===== config.mk =====
export PLATFORM = sky130hd
export DESIGN_NAME = dbg_top
export DESIGN_NICKNAME = d
export VERILOG_FILES = /design/src/verilog/dbg_pkg.sv /design/src/verilog/lane_dbg_intf.sv /design/src/verilog/dbg_top.sv /design/src/verilog/lane_status_sel.sv /design/src/verilog/prbs_lane.sv /design/src/verilog/jtag_tap.sv
export VERILOG_INCLUDE_DIRS = /design/src /design/src/verilog
export SDC_FILE = /design/constraint.sdc
export NUM_CORES = 1
export LEC_CHECK = 0
export ABC_AREA = 1
export BUFFER_PORTS_ARGS = -buffer_cell sky130_fd_sc_hd__buf_2
export CORE_AREA = 2 2 194 234
export CTS_BUF_LIST = sky130_fd_sc_hd__clkbuf_4
export CTS_CLUSTER_DIAMETER = 150
export CTS_CLUSTER_SIZE = 28
export DETAILED_ROUTE_END_ITERATION = 10
export DIE_AREA = 0 0 196 236
export GPL_ROUTABILITY_DRIVEN = 0
export GPL_TIMING_DRIVEN = 0
export PLACE_DENSITY_LB_ADDON = 0.05
export SYNTH_ARGS = -nofsm -noshare
export SYNTH_HDL_FRONTEND = slang
export SYNTH_HIERARCHICAL = 1
export SYNTH_SLANG_ARGS = --single-unit

===== constraint.sdc =====
create_clock -name clk -period 4.53 [get_ports clk]
set_clock_uncertainty 0.2 [all_clocks]
set_input_delay 0.2265 -clock clk [delete_from_list [all_inputs] [get_ports clk]]
set_output_delay 0.2265 -clock clk [all_outputs]
set_load 0.005 [all_outputs]

===== src/verilog/dbg_settings.svh =====
`ifndef DBG_SETTINGS_SVH
`define DBG_SETTINGS_SVH

// Lane array and counter sizes
`define DBG_NUM_LANES 4
`define DBG_CNT_W 16

// TAP register widths
`define DBG_IR_W 4
`define DBG_DR_W 32

// Part identification returned by the IDCODE instruction
`define DBG_IDCODE 32'h1db6_0a47

// Instruction codes
`define DBG_INS_IDCODE 4'h1
`define DBG_INS_CFG 4'h2
`define DBG_INS_STAT 4'h3
`define DBG_INS_BYPASS 4'hf

`endif

===== src/verilog/dbg_pkg.sv =====
`include "dbg_settings.svh"

package dbg_pkg;

	typedef enum logic [`DBG_IR_W-1:0] {
		IDCODE = `DBG_INS_IDCODE,
		CFG    = `DBG_INS_CFG,
		STAT   = `DBG_INS_STAT,
		BYPASS = `DBG_INS_BYPASS
	} dbg_instr_e;

	typedef logic [`DBG_CNT_W-1:0] cnt_t;

	typedef logic [1:0] lane_idx_t;

	// Lane configuration, written under CFG
	typedef struct packed {
		logic [`DBG_DR_W-`DBG_NUM_LANES-3:0] pad;
		logic clear;
		logic enable;
		logic [`DBG_NUM_LANES-1:0] mask;
	} cfg_view_t;

	// Counter read request, written under STAT
	typedef struct packed {
		logic [`DBG_DR_W-4:0] pad;
		logic err_sel;
		lane_idx_t lane;
	} rd_view_t;

	typedef union packed {
		cfg_view_t cfg;
		rd_view_t rd;
	} dr_word_u;

endpackage


===== src/verilog/lane_dbg_intf.sv =====
interface lane_dbg_intf;
	import dbg_pkg::*;

	// Configuration from the TAP, qualified by cfg_stb
	logic cfg_stb;
	logic cfg_enable;
	logic cfg_clear;

	// Live lane counters
	cnt_t bit_count;
	cnt_t err_count;

	modport tap (
		output cfg_stb, cfg_enable, cfg_clear
	);

	modport lane (
		input cfg_stb, cfg_enable, cfg_clear,
		output bit_count, err_count
	);

	modport sel (
		input bit_count, err_count
	);

endinterface


===== src/verilog/dbg_top.sv =====
`default_nettype none
`include "dbg_settings.svh"

module dbg_top (
	input  wire logic clk,
	input  wire logic reset_i,
	input  wire logic tck_i,
	input  wire logic tms_i,
	input  wire logic tdi_i,
	input  wire logic trst_n_i,
	output logic tdo_o,
	input  wire logic [`DBG_NUM_LANES-1:0] lane_bit_i,
	input  wire logic [`DBG_NUM_LANES-1:0] lane_bit_valid_i
);
	import dbg_pkg::*;

	logic rd_stb;
	lane_idx_t rd_lane;
	logic rd_err_sel;
	logic [`DBG_DR_W-1:0] status_word;

	lane_dbg_intf lane_if [`DBG_NUM_LANES] ();

	jtag_tap tap_i (
		.clk(clk),
		.reset_i(reset_i),
		.tck_i(tck_i),
		.tms_i(tms_i),
		.tdi_i(tdi_i),
		.trst_n_i(trst_n_i),
		.tdo_o(tdo_o),
		.lane_o(lane_if),
		.rd_stb_o(rd_stb),
		.rd_lane_o(rd_lane),
		.rd_err_sel_o(rd_err_sel),
		.status_word_i(status_word)
	);

	for (genvar i = 0; i < `DBG_NUM_LANES; i++) begin : g_lane
		prbs_lane lane_i (
			.clk(clk),
			.reset_i(reset_i),
			.bit_i(lane_bit_i[i]),
			.bit_valid_i(lane_bit_valid_i[i]),
			.dbg(lane_if[i])
		);
	end

	lane_status_sel sel_i (
		.clk(clk),
		.reset_i(reset_i),
		.lanes(lane_if),
		.rd_stb_i(rd_stb),
		.rd_lane_i(rd_lane),
		.rd_err_sel_i(rd_err_sel),
		.status_word_o(status_word)
	);

endmodule

`default_nettype wire


===== src/verilog/lane_status_sel.sv =====
`default_nettype none
`include "dbg_settings.svh"

module lane_status_sel (
	input  wire logic clk,
	input  wire logic reset_i,
	lane_dbg_intf.sel lanes [`DBG_NUM_LANES],
	input  wire logic rd_stb_i,
	input  wire dbg_pkg::lane_idx_t rd_lane_i,
	input  wire logic rd_err_sel_i,
	output logic [`DBG_DR_W-1:0] status_word_o
);
	import dbg_pkg::*;

	cnt_t bit_counts [`DBG_NUM_LANES];
	cnt_t err_counts [`DBG_NUM_LANES];
	cnt_t sel_cnt;

	for (genvar i = 0; i < `DBG_NUM_LANES; i++) begin : g_lane
		assign bit_counts[i] = lanes[i].bit_count;
		assign err_counts[i] = lanes[i].err_count;
	end

	assign sel_cnt = rd_err_sel_i ? err_counts[rd_lane_i] : bit_counts[rd_lane_i];

	// Snapshot held for the next Capture-DR
	always_ff @(posedge clk) begin
		if (reset_i) begin
			status_word_o <= '0;
		end else if (rd_stb_i) begin
			status_word_o <= {{(`DBG_DR_W-`DBG_CNT_W){1'b0}}, sel_cnt};
		end
	end

endmodule

`default_nettype wire


===== src/verilog/prbs_lane.sv =====
`default_nettype none
`include "dbg_settings.svh"

module prbs_lane (
	input  wire logic clk,
	input  wire logic reset_i,
	input  wire logic bit_i,
	input  wire logic bit_valid_i,
	lane_dbg_intf.lane dbg
);
	import dbg_pkg::*;

	localparam cnt_t CNT_MAX = '1;

	logic bit_q;
	logic valid_q;
	// hist[0] is the newest received bit
	logic [6:0] hist;
	logic enable_q;
	logic [2:0] warm_cnt;
	logic warm;
	logic mismatch;

	always_ff @(posedge clk) begin
		if (reset_i) begin
			valid_q <= 1'b0;
		end else begin
			valid_q <= bit_valid_i;
		end
	end

	always_ff @(posedge clk) begin
		if (bit_valid_i) begin
			bit_q <= bit_i;
		end
		if (valid_q) begin
			hist <= {hist[5:0], bit_q};
		end
	end

	// x^7 + x^6 + 1, predicted from the received history
	assign mismatch = bit_q != (hist[6] ^ hist[5]);
	assign warm = warm_cnt == 3'd7;

	always_ff @(posedge clk) begin
		if (reset_i) begin
			enable_q <= 1'b0;
			warm_cnt <= '0;
			dbg.bit_count <= '0;
			dbg.err_count <= '0;
		end else begin
			if (dbg.cfg_stb) begin
				enable_q <= dbg.cfg_enable;
			end
			// Restart warm-up on clear or on a fresh enable
			if (dbg.cfg_stb && (dbg.cfg_clear || !enable_q)) begin
				warm_cnt <= '0;
			end else if (enable_q && valid_q && !warm) begin
				warm_cnt <= warm_cnt + 3'd1;
			end
			if (dbg.cfg_stb && dbg.cfg_clear) begin
				dbg.bit_count <= '0;
				dbg.err_count <= '0;
			end else if (enable_q && valid_q) begin
				if (dbg.bit_count != CNT_MAX) begin
					dbg.bit_count <= dbg.bit_count + 1'b1;
				end
				if (warm && mismatch && dbg.err_count != CNT_MAX) begin
					dbg.err_count <= dbg.err_count + 1'b1;
				end
			end
		end
	end

endmodule

`default_nettype wire


===== src/verilog/jtag_tap.sv =====
`default_nettype none
`include "dbg_settings.svh"

module jtag_tap (
	input  wire logic clk,
	input  wire logic reset_i,
	input  wire logic tck_i,
	input  wire logic tms_i,
	input  wire logic tdi_i,
	input  wire logic trst_n_i,
	output logic tdo_o,
	lane_dbg_intf.tap lane_o [`DBG_NUM_LANES],
	output logic rd_stb_o,
	output dbg_pkg::lane_idx_t rd_lane_o,
	output logic rd_err_sel_o,
	input  wire logic [`DBG_DR_W-1:0] status_word_i
);
	import dbg_pkg::*;

	typedef enum logic [3:0] {
		TLR, RTI, SEL_DR, CAP_DR, SHIFT_DR, EXIT1_DR, PAUSE_DR, EXIT2_DR, UPD_DR,
		SEL_IR, CAP_IR, SHIFT_IR, EXIT1_IR, PAUSE_IR, EXIT2_IR, UPD_IR
	} tap_state_e;

	// Pin order {trst_n, tdi, tms, tck}
	logic [3:0] pin_s1;
	logic [3:0] pin_s2;
	logic tck_d;
	logic tck_rise;
	logic tck_fall;
	logic tms;
	logic tdi;
	logic trst_n;
	tap_state_e state;
	tap_state_e next_state;
	dbg_instr_e ir;
	logic [`DBG_IR_W-1:0] ir_shift;
	logic [`DBG_DR_W-1:0] dr_shift;
	dr_word_u dr_word;
	logic bypass_q;
	logic dr_is_bypass;
	logic upd_dr;
	logic [`DBG_NUM_LANES-1:0] cfg_stb_q;
	logic cfg_enable_q;
	logic cfg_clear_q;

	always_ff @(posedge clk) begin
		if (reset_i) begin
			pin_s1 <= '0;
			pin_s2 <= '0;
			tck_d <= 1'b0;
		end else begin
			pin_s1 <= {trst_n_i, tdi_i, tms_i, tck_i};
			pin_s2 <= pin_s1;
			tck_d <= pin_s2[0];
		end
	end

	assign tck_rise = pin_s2[0] & ~tck_d;
	assign tck_fall = ~pin_s2[0] & tck_d;
	assign tms = pin_s2[1];
	assign tdi = pin_s2[2];
	assign trst_n = pin_s2[3];

	always_comb begin
		case (state)
			TLR:      next_state = tms ? TLR : RTI;
			RTI:      next_state = tms ? SEL_DR : RTI;
			SEL_DR:   next_state = tms ? SEL_IR : CAP_DR;
			CAP_DR:   next_state = tms ? EXIT1_DR : SHIFT_DR;
			SHIFT_DR: next_state = tms ? EXIT1_DR : SHIFT_DR;
			EXIT1_DR: next_state = tms ? UPD_DR : PAUSE_DR;
			PAUSE_DR: next_state = tms ? EXIT2_DR : PAUSE_DR;
			EXIT2_DR: next_state = tms ? UPD_DR : SHIFT_DR;
			UPD_DR:   next_state = tms ? SEL_DR : RTI;
			SEL_IR:   next_state = tms ? TLR : CAP_IR;
			CAP_IR:   next_state = tms ? EXIT1_IR : SHIFT_IR;
			SHIFT_IR: next_state = tms ? EXIT1_IR : SHIFT_IR;
			EXIT1_IR: next_state = tms ? UPD_IR : PAUSE_IR;
			PAUSE_IR: next_state = tms ? EXIT2_IR : PAUSE_IR;
			EXIT2_IR: next_state = tms ? UPD_IR : SHIFT_IR;
			UPD_IR:   next_state = tms ? SEL_DR : RTI;
			default:  next_state = TLR;
		endcase
	end

	always_ff @(posedge clk) begin
		if (reset_i || !trst_n) begin
			state <= TLR;
		end else if (tck_rise) begin
			state <= next_state;
		end
	end

	always_ff @(posedge clk) begin
		if (reset_i || state == TLR) begin
			ir <= IDCODE;
		end else if (tck_rise && next_state == UPD_IR) begin
			ir <= dbg_instr_e'(ir_shift);
		end
	end

	// Unknown codes fall back to the 1-bit bypass register
	assign dr_is_bypass = !(ir inside {IDCODE, CFG, STAT});

	always_ff @(posedge clk) begin
		if (tck_rise) begin
			case (state)
				CAP_IR:   ir_shift <= {{(`DBG_IR_W-1){1'b0}}, 1'b1};
				SHIFT_IR: ir_shift <= {tdi, ir_shift[`DBG_IR_W-1:1]};
				CAP_DR: begin
					bypass_q <= 1'b0;
					case (ir)
						IDCODE:  dr_shift <= `DBG_IDCODE;
						STAT:    dr_shift <= status_word_i;
						default: dr_shift <= '0;
					endcase
				end
				SHIFT_DR: begin
					bypass_q <= tdi;
					dr_shift <= {tdi, dr_shift[`DBG_DR_W-1:1]};
				end
				default: ;
			endcase
		end
	end

	always_ff @(posedge clk) begin
		if (reset_i) begin
			tdo_o <= 1'b0;
		end else if (tck_fall) begin
			case (state)
				SHIFT_IR: tdo_o <= ir_shift[0];
				SHIFT_DR: tdo_o <= dr_is_bypass ? bypass_q : dr_shift[0];
				default:  tdo_o <= 1'b0;
			endcase
		end
	end

	// Same word, decoded per instruction
	assign dr_word = dr_shift;
	assign upd_dr = tck_rise && trst_n && next_state == UPD_DR;

	always_ff @(posedge clk) begin
		if (reset_i) begin
			cfg_stb_q <= '0;
			rd_stb_o <= 1'b0;
			rd_lane_o <= '0;
			rd_err_sel_o <= 1'b0;
		end else begin
			cfg_stb_q <= '0;
			rd_stb_o <= 1'b0;
			if (upd_dr && ir == CFG) begin
				cfg_stb_q <= dr_word.cfg.mask;
			end
			if (upd_dr && ir == STAT) begin
				rd_stb_o <= 1'b1;
				rd_lane_o <= dr_word.rd.lane;
				rd_err_sel_o <= dr_word.rd.err_sel;
			end
		end
	end

	always_ff @(posedge clk) begin
		if (upd_dr && ir == CFG) begin
			cfg_enable_q <= dr_word.cfg.enable;
			cfg_clear_q <= dr_word.cfg.clear;
		end
	end

	for (genvar i = 0; i < `DBG_NUM_LANES; i++) begin : g_lane
		assign lane_o[i].cfg_stb = cfg_stb_q[i];
		assign lane_o[i].cfg_enable = cfg_enable_q;
		assign lane_o[i].cfg_clear = cfg_clear_q;
	end

endmodule

`default_nettype wire


==> results of run 1 <==
## final cells by class
| cell class | instances | area share |
|---|---|---|
| multi-input cells | 1587 | 0.456 |
| flip-flops and latches | 261 | 0.359 |
| inverters | 323 | 0.0734 |
| well taps | 565 | 0.0428 |
| plain buffers | 83 | 0.0346 |
| repair buffers | 44 | 0.0230 |
| clock buffers | 20 | 0.00909 |
| clock inverters | 2 | 0.00144 |
| diodes | 2 | 0.000303 |
## registers in the layout, indices dropped and copies added, names as in the netlist, 12 cells and up
register / cells
g_lane.lane_i/warm_cnt: 12
g_lane.lane_i/dbg.bit_count: 64
tap_i/dr_shift: 32
sel_i/status_word_o: 16
g_lane.lane_i/hist: 28
g_lane.lane_i/dbg.err_count: 64
## timing repair
action,CTS,global route
hold buffers,29,0
endpoints found under the hold margin,24,0
setup endpoints to repair,0,0
## power groups by stage
stage | sequential, W | clock (W) | combinational [W]
after CTS | 0.00243 | 0.00107 | 0.000111
after detailed placement | 0.00247 | 0 | 0.0000917
final | 0.00243 | 0.000982 | 0.000108
after floorplan | 0.00247 | 0 | 0.0000595
after global routing | 0.00244 | 0.00113 | 0.000123
after global placement | 0.00247 | 0 | 0.0000904
## cell usage in the layout (no fill, tap or decap), drive strengths merged
cell and n:
and2 4, nand3 211, nand2 729, edfxtp 71, o21bai 1, or2 4, dlygate4sd3 29, nor2 350
o21ai 47, xnor2 8, inv 325, a21oi 97, xor2 48, dfxtp 190, a31o 1, diode 2
nor3b 4, buf 81, nand4 38, o22ai 3, ha 16, conb 16, nor4 1, nand3b 8
a31oi 1, clkbuf 37
## final timing paths
check                           depth (start not counted)           endpoint  slack (ns)             from
worst max-delay path                                    6  tap_i/dr_shift[7]        2.13   tap_i/state[2]
worst max register to register                          6  tap_i/dr_shift[7]        2.13   tap_i/state[2]
worst min-delay path                                    2    tap_i/pin_s2[0]        0.22  tap_i/pin_s1[0]
worst min register to register                          2    tap_i/pin_s2[0]        0.22  tap_i/pin_s1[0]
## worst max-delay path, cell delays in order (launching register included)
cell      delay (ns)
dfxtp_1         0.53
inv_2           0.08
nor2_2          0.19
nand2_4         0.13
clkbuf_1        0.34
a21oi_4         0.44
buf_12          0.24
## synth_stat cells, types with 17 or more instances
master and number:
a21oi_1 81, buf_2 19, buf_4 25, buf_6 19, clkbuf_1 17, dfxtp_1 190
edfxtp_1 71, inv_1 318, nand2_1 707, nand2_2 17, nand3_1 205, nand4_1 33
nor2_1 291, nor2_2 34, nor2_4 25, o21ai_0 43, xor2_1 48
## stage by stage
step	instance area [sq um]	cells	total power, W	setup WS [ns]	util
floorplan	15200	2254	0.00253	1.31	-
finish	16500	2887	0.00352	2.13	0.373
detailed placement	16100	2834	0.00257	2.12	0.363
CTS	16500	2885	0.00361	2.09	0.373
global placement	16000	2833	0.00256	0.165	0.362
global route	16500	2886	0.00369	1.95	0.373
## per-layer routing
layer,global-route usage,share of wire,vias to the layer above,routed length [microns]
li1,-,-,7056,-
met2,0.328,0.49,167,20500
met3,0.0220,0.036,35,1510
met4,0.0434,0.021,0,862
met1,0.232,0.45,6161,19100
met5,0,0,-,0
## cells by family (layout without fill, tap and decap cells)
group | count (synthesis) | in the layout | synth area share
compound gates | 150 | 150 | 0.0571
xor+xnor | 56 | 56 | 0.0323
fa+ha+maj | 16 | 16 | 0.0132
buf+inv | 406 | 472 | 0.117
flops | 261 | 261 | 0.391
other cells | 1 | 18 | 0.000247
simple gates | 1349 | 1349 | 0.389
==> summary.md, run 1 <==
| Metric | Value |
|---|---|
| Status | finished clean |
| Final worst-path cycle share | 0.531 |
| CTS tree | done |
| Fmax | 416 MHz |
| Hold slack | 0.223 ns |
| Max-slew headroom | 0.518 |
| Via count | 13400 |
| Resized Gates After CTS | 0 |
| Die W | 196 microns |
| Sum of negative setup slack | 0 ns |
| Post-synthesis instance total | 2239 |
| Unrepaired setup endpoints after global routing | false |
| Multi-input logic area | 0.00753 sq mm |
| Pin slew with the least headroom to its limit | 0.722 ns |
| First-pass GRT wire length | 67700 microns |
| Die span in y | 236 microns |
| Critical Path RT | 4.85 ns |
| WL per Instance | 14.5 microns |
| EDFF count, synth | 71 |
| #FFs+latches synth | 261 |
| GRT Util Overall | 0.183 |
| Sequential fraction of the synthesis area | 0.391 |
| Yosys cell types | 36 |
| Static Leak | 6.90 nW |
| Fin crit period | 2.40 ns |
| Largest net degree at the start of global routing | 30 |
| Initial antenna violation count | 2 |
| Pint | 0.00267 W |
| Ports | 15 |
| Sequential cell area | 0.00594 sq mm |
| Port bufs | 14 |
| Yosys warns | 6 |
| Sequential fraction of design power | 0.690 |
| H-Tree Depth | 1 |
| Drt pass-1 iters | 5 |
| Die Area | 0.0463 sq mm |
| Post-CTS Setup Repair Bufs | 0 |
| DRC errors left | 0 |
| Critical Path Source Type | flop |
| Dominant cells by area after synthesis | dfxtp_1 (25%), nand2_1 (17%), edfxtp_1 (14%), inv_1 (7.9%), nor2_1 (7.2%) |
| Cell accounting for the most synthesized area | dfxtp_1 |
| Worst min path class | reg -> reg |
| Initial Utilization | 0.343 |
| # rows | 85 |
| Clock transition at path regs | 0.28 ns |
| Nets@finish | 2343 |
| Core region area | 0.0442 sq mm |
| Setup CP Type | reg -> reg |
| DR vias/cell | 4.65 |
| Top-area cell type share of the netlist area | 0.250 |
| Crit-path max FO | 25 |
| Root Driver | clkbuf_4 |
| Final ANT Viol Nets | 0 |
| Dpl hpwl | 31800 microns |
| Main synth FF type | dfxtp_1 |
| Hold Fails Final Rpt | 0 |
| Fraction of layout cells with a size suffix above 1 | 0.0961 |
| Synthesized area | 0.0152 sq mm |
| Clock Latency Late Sink | 0.78 ns |
| Switching Power | 0.000847 W |
| Max Cap Violations | 0 |
| Avg Cell Area, Syn | 6.78 sq um |
| Power Dens Cells | 213 mW/mm^2 |
| Comb pwr share | 0.031 |
| Clk pwr share | 0.279 |
| Area Overhead vs Synth | 8.78% |
| Endpoints failing setup | 0 |
| Fill cells | 4837 |
| Clk buf depth | 3 |
| Crit. End Element | flop |
| Async S/R FF share, synth | 0 |
| Total length of routed wires | 41900 microns |
| GRT overflow | 0 |
| Worst VDD drop | 0.000221 V |
| DR iter-0 viols | 816 |
| Clock Sinks | 261 |
| Vias in the first global route | 12900 |
| Max-slew violation count | 0 |
| Switching share of power | 0.241 |
| Critical path arrival | 2.73 ns |
| TritonCTS buffer count | 13 |
Power figures use the tool's default switching activity.
==> inputs of run 2 (changes only) <==
==> constraint.sdc (replaced) <==
create_clock -name clk -period 2.03 [get_ports clk]
set_clock_uncertainty 0.2 [all_clocks]
set_input_delay 0.1015 -clock clk [delete_from_list [all_inputs] [get_ports clk]]
set_output_delay 0.1015 -clock clk [all_outputs]
set_load 0.005 [all_outputs]
==> summary.md, run 2 (same netlist as run 1, synthesis figures left out) <==
| Metric | Value |
|---|---|
| Ports | 15 |
| Vias in the first global route | 13000 |
| Most common cell after layout, fill and taps aside | nand2_1 |
| Area Overhead vs Synth | 11.0% |
| Clock transition at path regs | 0.34 ns |
| Fmax | 524 MHz |
| WL per Instance | 14.5 microns |
| DRC errors left | 0 |
| Clk buf depth | 3 |
| Root Driver | clkbuf_4 |
| Final worst-path cycle share | 0.940 |
| Total length of routed wires | 42000 microns |
| Worst VDD drop | 0.000557 V |
| Drt pass-1 iters | 5 |
| Biggest regs | g_lane.lane_i/dbg.bit_count: 64 flops, g_lane.lane_i/dbg.err_count: 64 flops, tap_i/dr_shift: 32 flops |
| Final ANT Viol Nets | 0 |
| Crit-path max cell delay | 0.42 ns |
| Critical R2R Launch | tap_i/state[2] |
| Fill cells | 4789 |
| Setup CP Type | reg -> reg |
| Critical path origin | tap_i/state[2] |
| Die span in y | 236 microns |
| Gr busiest metal | met2 |
| # rows | 85 |
| Endpoints failing setup | 0 |
| GRT Util Overall | 0.182 |
| Fin crit period | 1.91 ns |
| First-pass GRT wire length | 67600 microns |
| Status | finished clean |
| Largest net degree at the start of global routing | 30 |
| Nets@finish | 2359 |
| Hold Fails Final Rpt | 0 |
| Crit. End Element | flop |
| Max Cap Violations | 0 |
| Clock Sinks | 261 |
| Post-route cell area | 0.0169 sq mm |
| Sum of negative setup slack | 0 ns |
| Core region area | 0.0442 sq mm |
| Placed Area | 0.0160 sq mm |
| CTS tree | done |
| Port bufs | 14 |
| TritonCTS buffer count | 13 |
| Commonest cells after routing, fill and taps aside | nand2_1 (702), inv_1 (317), nor2_1 (286) |
| Start point of the worst hold path | g_lane[2].lane_i/hist[3] |
| Grt met2 use | 0.324 |
| Critical path, cell by cell | inv_2, nor2_4, nand2_4, nand2_1, nor2_2, nand2_2, nor2_2, nand2_2, nor2_4, buf_6, nand3_2, nand2_1, inv_1, nor2_1 |
| Global Route met1 Usage | 0.234 |
| H-Tree Depth | 1 |
| Met3 Use GR | 0.0180 |
| Critical Path RT | 2.52 ns |
| Critical Path Source Type | flop |
| Dpl hpwl | 31700 microns |
| Max-slew violation count | 0 |
| Critical path arrival | 2.40 ns |
| Power Dens Cells | 465 mW/mm^2 |
| Pin slew with the least headroom to its limit | 0.730 ns |
| Fraction of layout cells with a size suffix above 1 | 0.122 |
| Die Area | 0.0463 sq mm |
| Static Leak | 7.05 nW |
| Worst path slowest cell | dfxtp_4 |
| Initial antenna violation count | 2 |
| Initial Utilization | 0.343 |
| Crit-path max FO | 8 |
| DR vias/cell | 4.63 |
| Worst min path class | reg -> reg |
| Final core utilization | 0.381 |
| Unrepaired setup endpoints after global routing | true |
| DR iter-0 viols | 709 |
| Clock Latency Late Sink | 0.76 ns |
| Multi-input logic area | 0.00764 sq mm |
| Via count | 13500 |
| Sequential cell area | 0.00599 sq mm |
| Die W | 196 microns |
| Max-slew headroom | 0.513 |
| GRT overflow | 0 |
## run 2: cell count changes in the layout (fill, tap and decap cells not counted), sizes merged
| cell | before | now |
|---|---|---|
| a21oi | 97 | 98 |
| buf | 81 | 95 |
| o21ai | 47 | 48 |
| dlygate4sd3 | 29 | 28 |
| clkbuf | 37 | 38 |
## run 2: worst paths after layout
| path | slack, ns | depth (start not counted) | to |
|---|---|---|---|
| min reg2reg | 0.21 | 0 | g_lane[2].lane_i/hist[4] |
| max | 0.12 | 14 | tap_i/rd_err_sel_o |
| min | 0.21 | 0 | g_lane[2].lane_i/hist[4] |
| max reg2reg | 0.12 | 14 | tap_i/rd_err_sel_o |
## run 2: per-stage QoR
step,instances,setup slack (ns),total power (W),hold slack (ns)
floorplan,2254,0.00470,0.00564,-0.0294
global placement,2833,-0.455,0.00572,0.0781
detailed placement,2833,-0.430,0.00573,0.0835
CTS,2891,0.00234,0.00804,0.163
global route,2903,-0.00461,0.00819,0.181
finish,2903,0.122,0.00784,0.206
## run 2: power breakdown
part,switching [W],internal [W],total [W]
sequential,0.0000317,0.00538,0.00541
clock,0.00170,0.000475,0.00218
combinational,0.000144,0.000101,0.000245
total,0.00188,0.00596,0.00784
## run 2: critical path, delay by kind of cell, from the launching register on
family | cells | cell delay, ns
and+or+nand+nor | 11 | 1.00
buffers and inverters | 3 | 0.26
DFF | 1 | 0.42
## run 2: what timing repair did
item | CTS | global route
endpoints found under the setup margin | 98 | 118
buffers inserted | 7 | 9
endpoints found under the hold margin | 46 | 0
hold buffers | 28 | 0
pin swaps | 3 | 9
cloned | 1 | 1
resized for setup | 15 | 53
## run 2: layout make-up
class                   count  area share
repair buffers             58      0.0318
diodes                      2    0.000297
inverters                 323      0.0719
clock buffers              20     0.00891
clock inverters             2     0.00141
plain buffers              83      0.0347
multi-input cells        1589       0.454
well taps                 565      0.0419
flip-flops and latches    261       0.355
## run 2: metal layers
metal / part of all wire / up-vias
met5: 0.00029 / -
met4: 0.025 / 2
met3: 0.033 / 42
met2: 0.49 / 166
met1: 0.46 / 6150
li1: - / 7093
==> inputs of run 3 (changes only) <==
--- a/config.mk
+++ b/config.mk
@@ -8,12 +8,14 @@
 export LEC_CHECK = 0
 export ABC_AREA = 1
 export BUFFER_PORTS_ARGS = -buffer_cell sky130_fd_sc_hd__buf_2
-export CORE_AREA = 2 2 194 234
+export CELL_PAD_IN_SITES_DETAIL_PLACEMENT = 2
+export CELL_PAD_IN_SITES_GLOBAL_PLACEMENT = 2
+export CORE_AREA = 2 2 196 237
 export CTS_BUF_LIST = sky130_fd_sc_hd__clkbuf_4
 export CTS_CLUSTER_DIAMETER = 150
 export CTS_CLUSTER_SIZE = 28
 export DETAILED_ROUTE_END_ITERATION = 10
-export DIE_AREA = 0 0 196 236
+export DIE_AREA = 0 0 198 239
 export GPL_ROUTABILITY_DRIVEN = 0
 export GPL_TIMING_DRIVEN = 0
 export PLACE_DENSITY_LB_ADDON = 0.05
==> summary.md, run 3 (same netlist as run 1, synthesis figures left out) <==
| Metric | Value |
|---|---|
| Status | finished with violations |
| Failing checks | setup timing |
| # rows | 86 |
| CTS tree | done |
| Clk buf depth | 3 |
| Die Area | 0.0473 sq mm |
| Endpoints failing setup | 6 |
| GRT overflow | 0 |
| Max Cap Violations | 0 |
| Clock transition at path regs | 0.29 ns |
| Pin slew with the least headroom to its limit | 0.747 ns |
| Final ANT Viol Nets | 0 |
| Ports | 15 |
| Drt pass-1 iters | 5 |
| Port bufs | 14 |
| Clock Latency Late Sink | 0.77 ns |
| Hold Fails Final Rpt | 0 |
| Crit. End Element | flop |
| Setup CP Type | reg -> reg |
| DR vias/cell | 4.84 |
| Sequential cell area | 0.00599 sq mm |
| Core region area | 0.0453 sq mm |
| Root Driver | clkbuf_4 |
| Fill cells | 5466 |
| Static Leak | 7.16 nW |
| DR iter-0 viols | 473 |
| GRT Util Overall | 0.221 |
| CP Capture Point | tap_i/cfg_stb_q[1] |
| Final core utilization | 0.379 |
| WL per Instance | 17.3 microns |
| Total length of routed wires | 51500 microns |
| Cell count of the worst reg-to-reg path | 11 |
| Max-slew violation count | 0 |
| Commonest cells after routing, fill and taps aside | nand2_1 (699), inv_1 (314), nor2_1 (284) |
| Critical R2R Launch | tap_i/state[1] |
| Critical Path Source Type | flop |
| Most common cell after layout, fill and taps aside | nand2_1 |
| H-Tree Depth | 1 |
| Area Overhead vs Synth | 13.0% |
| Crit-path max FO | 6 |
| FF-to-FF setup slack | -0.07 ns |
| Setup ws final | -0.0666 ns |
| Power Dens Cells | 457 mW/mm^2 |
| Worst min path class | reg -> reg |
| TritonCTS buffer count | 13 |
| Fraction of layout cells with a size suffix above 1 | 0.134 |
| Die W | 198 microns |
| Fmax | 477 MHz |
| DRC errors left | 0 |
| Dpl hpwl | 39600 microns |
| Unrepaired setup endpoints after global routing | true |
| Initial antenna violation count | 3 |
| Via count | 14400 |
| Multi-input logic area | 0.00769 sq mm |
| Sum of negative setup slack | -0.333 ns |
| Largest net degree at the start of global routing | 30 |
| Fin crit period | 2.10 ns |
| Initial Utilization | 0.335 |
| First-pass GRT wire length | 82300 microns |
| Die span in y | 239 microns |
| Clock Sinks | 261 |
| R2r endpoint | tap_i/cfg_stb_q[1] |
| Final worst-path cycle share | 1.03 |
| Nets@finish | 2376 |
| Max-slew headroom | 0.502 |
| Critical path arrival | 2.57 ns |
| Critical Path RT | 2.51 ns |
| Critical path origin | tap_i/state[1] |
| Vias in the first global route | 15500 |
| Worst VDD drop | 0.000459 V |
| Total power | 0.00785 W |
| Pre-CTS setup slack | -0.455 ns |
| Post-route cell area | 0.0172 sq mm |
| Placed Area | 0.0161 sq mm |
| Biggest regs | g_lane.lane_i/dbg.bit_count: 64 flops, g_lane.lane_i/dbg.err_count: 64 flops, tap_i/dr_shift: 32 flops |
-- run 3: layout make-up --
class,instances,area share
Multi-Input combinational cell,1588,0.448
Sequential cell,261,0.349
Inverter,323,0.0707
Tap cell,616,0.0449
Timing Repair Buffer,77,0.0425
Buffer,82,0.0350
Clock buffer,18,0.00788
Clock inverter,2,0.00124
Antenna cell,3,0.000438
-- run 3: worst max-delay path, stage by stage (launching register included) --
cell      delay (ns)
dfxtp_4         0.47
buf_4           0.14
nor2_2          0.05
nand2_1         0.07
nand3_1         0.09
o21bai_1        0.23
nand2_2         0.14
nor2_4          0.16
nand2_2         0.08
nor2_4          0.18
nand2_4         0.12
nor2_1          0.11
-- run 3: report_power, final --
part           switching (W)  internal, W
clock network        0.00173     0.000429
registers          0.0000341      0.00539
logic               0.000157     0.000112
total                0.00192      0.00593
-- run 3: worst min-delay path by stage --
| stage | from | endpoint | cells past startpoint |
|---|---|---|---|
| finish | tap_i/pin_s1[0] | tap_i/pin_s2[0] | 2 |
| global route | reset_i | g_lane[2].lane_i/enable_q | 3 |
| CTS | reset_i | g_lane[3].lane_i/enable_q | 3 |
| detailed placement | lane_bit_i[0] | g_lane[0].lane_i/bit_q | 1 |
| global placement | lane_bit_i[1] | g_lane[1].lane_i/bit_q | 1 |
| floorplan | reset_i | g_lane[0].lane_i/enable_q | 1 |
-- run 3: metal layers --
metal / track usage / up-vias / share of wire
met3: 0.0169 / 46 / 0.021
met2: 0.432 / 122 / 0.54
li1: - / 7107 / -
met1: 0.260 / 7085 / 0.42
met4: 0.0469 / 0 / 0.018
met5: 0 / - / 0
-- run 3: timing repair --
action / 4_1_cts / 5_1_grt
buffers inserted: 13 / 16
pin swaps: 7 / 22
resized for setup: 30 / 70
gates cloned: 1 / 1
hold buffers: 33 / 0
setup endpoints to repair: 130 / 140
hold endpoints to repair: 33 / 0
-- run 3: per-stage QoR --
step / hold slack (ns) / instances
2_1_floorplan: -0.0294 / 2254
3_3_place_gp: 0.0782 / 2884
3_5_place_dp: 0.0802 / 2884
4_1_cts: 0.175 / 2951
5_1_grt: 0.235 / 2969
6_report: 0.222 / 2970
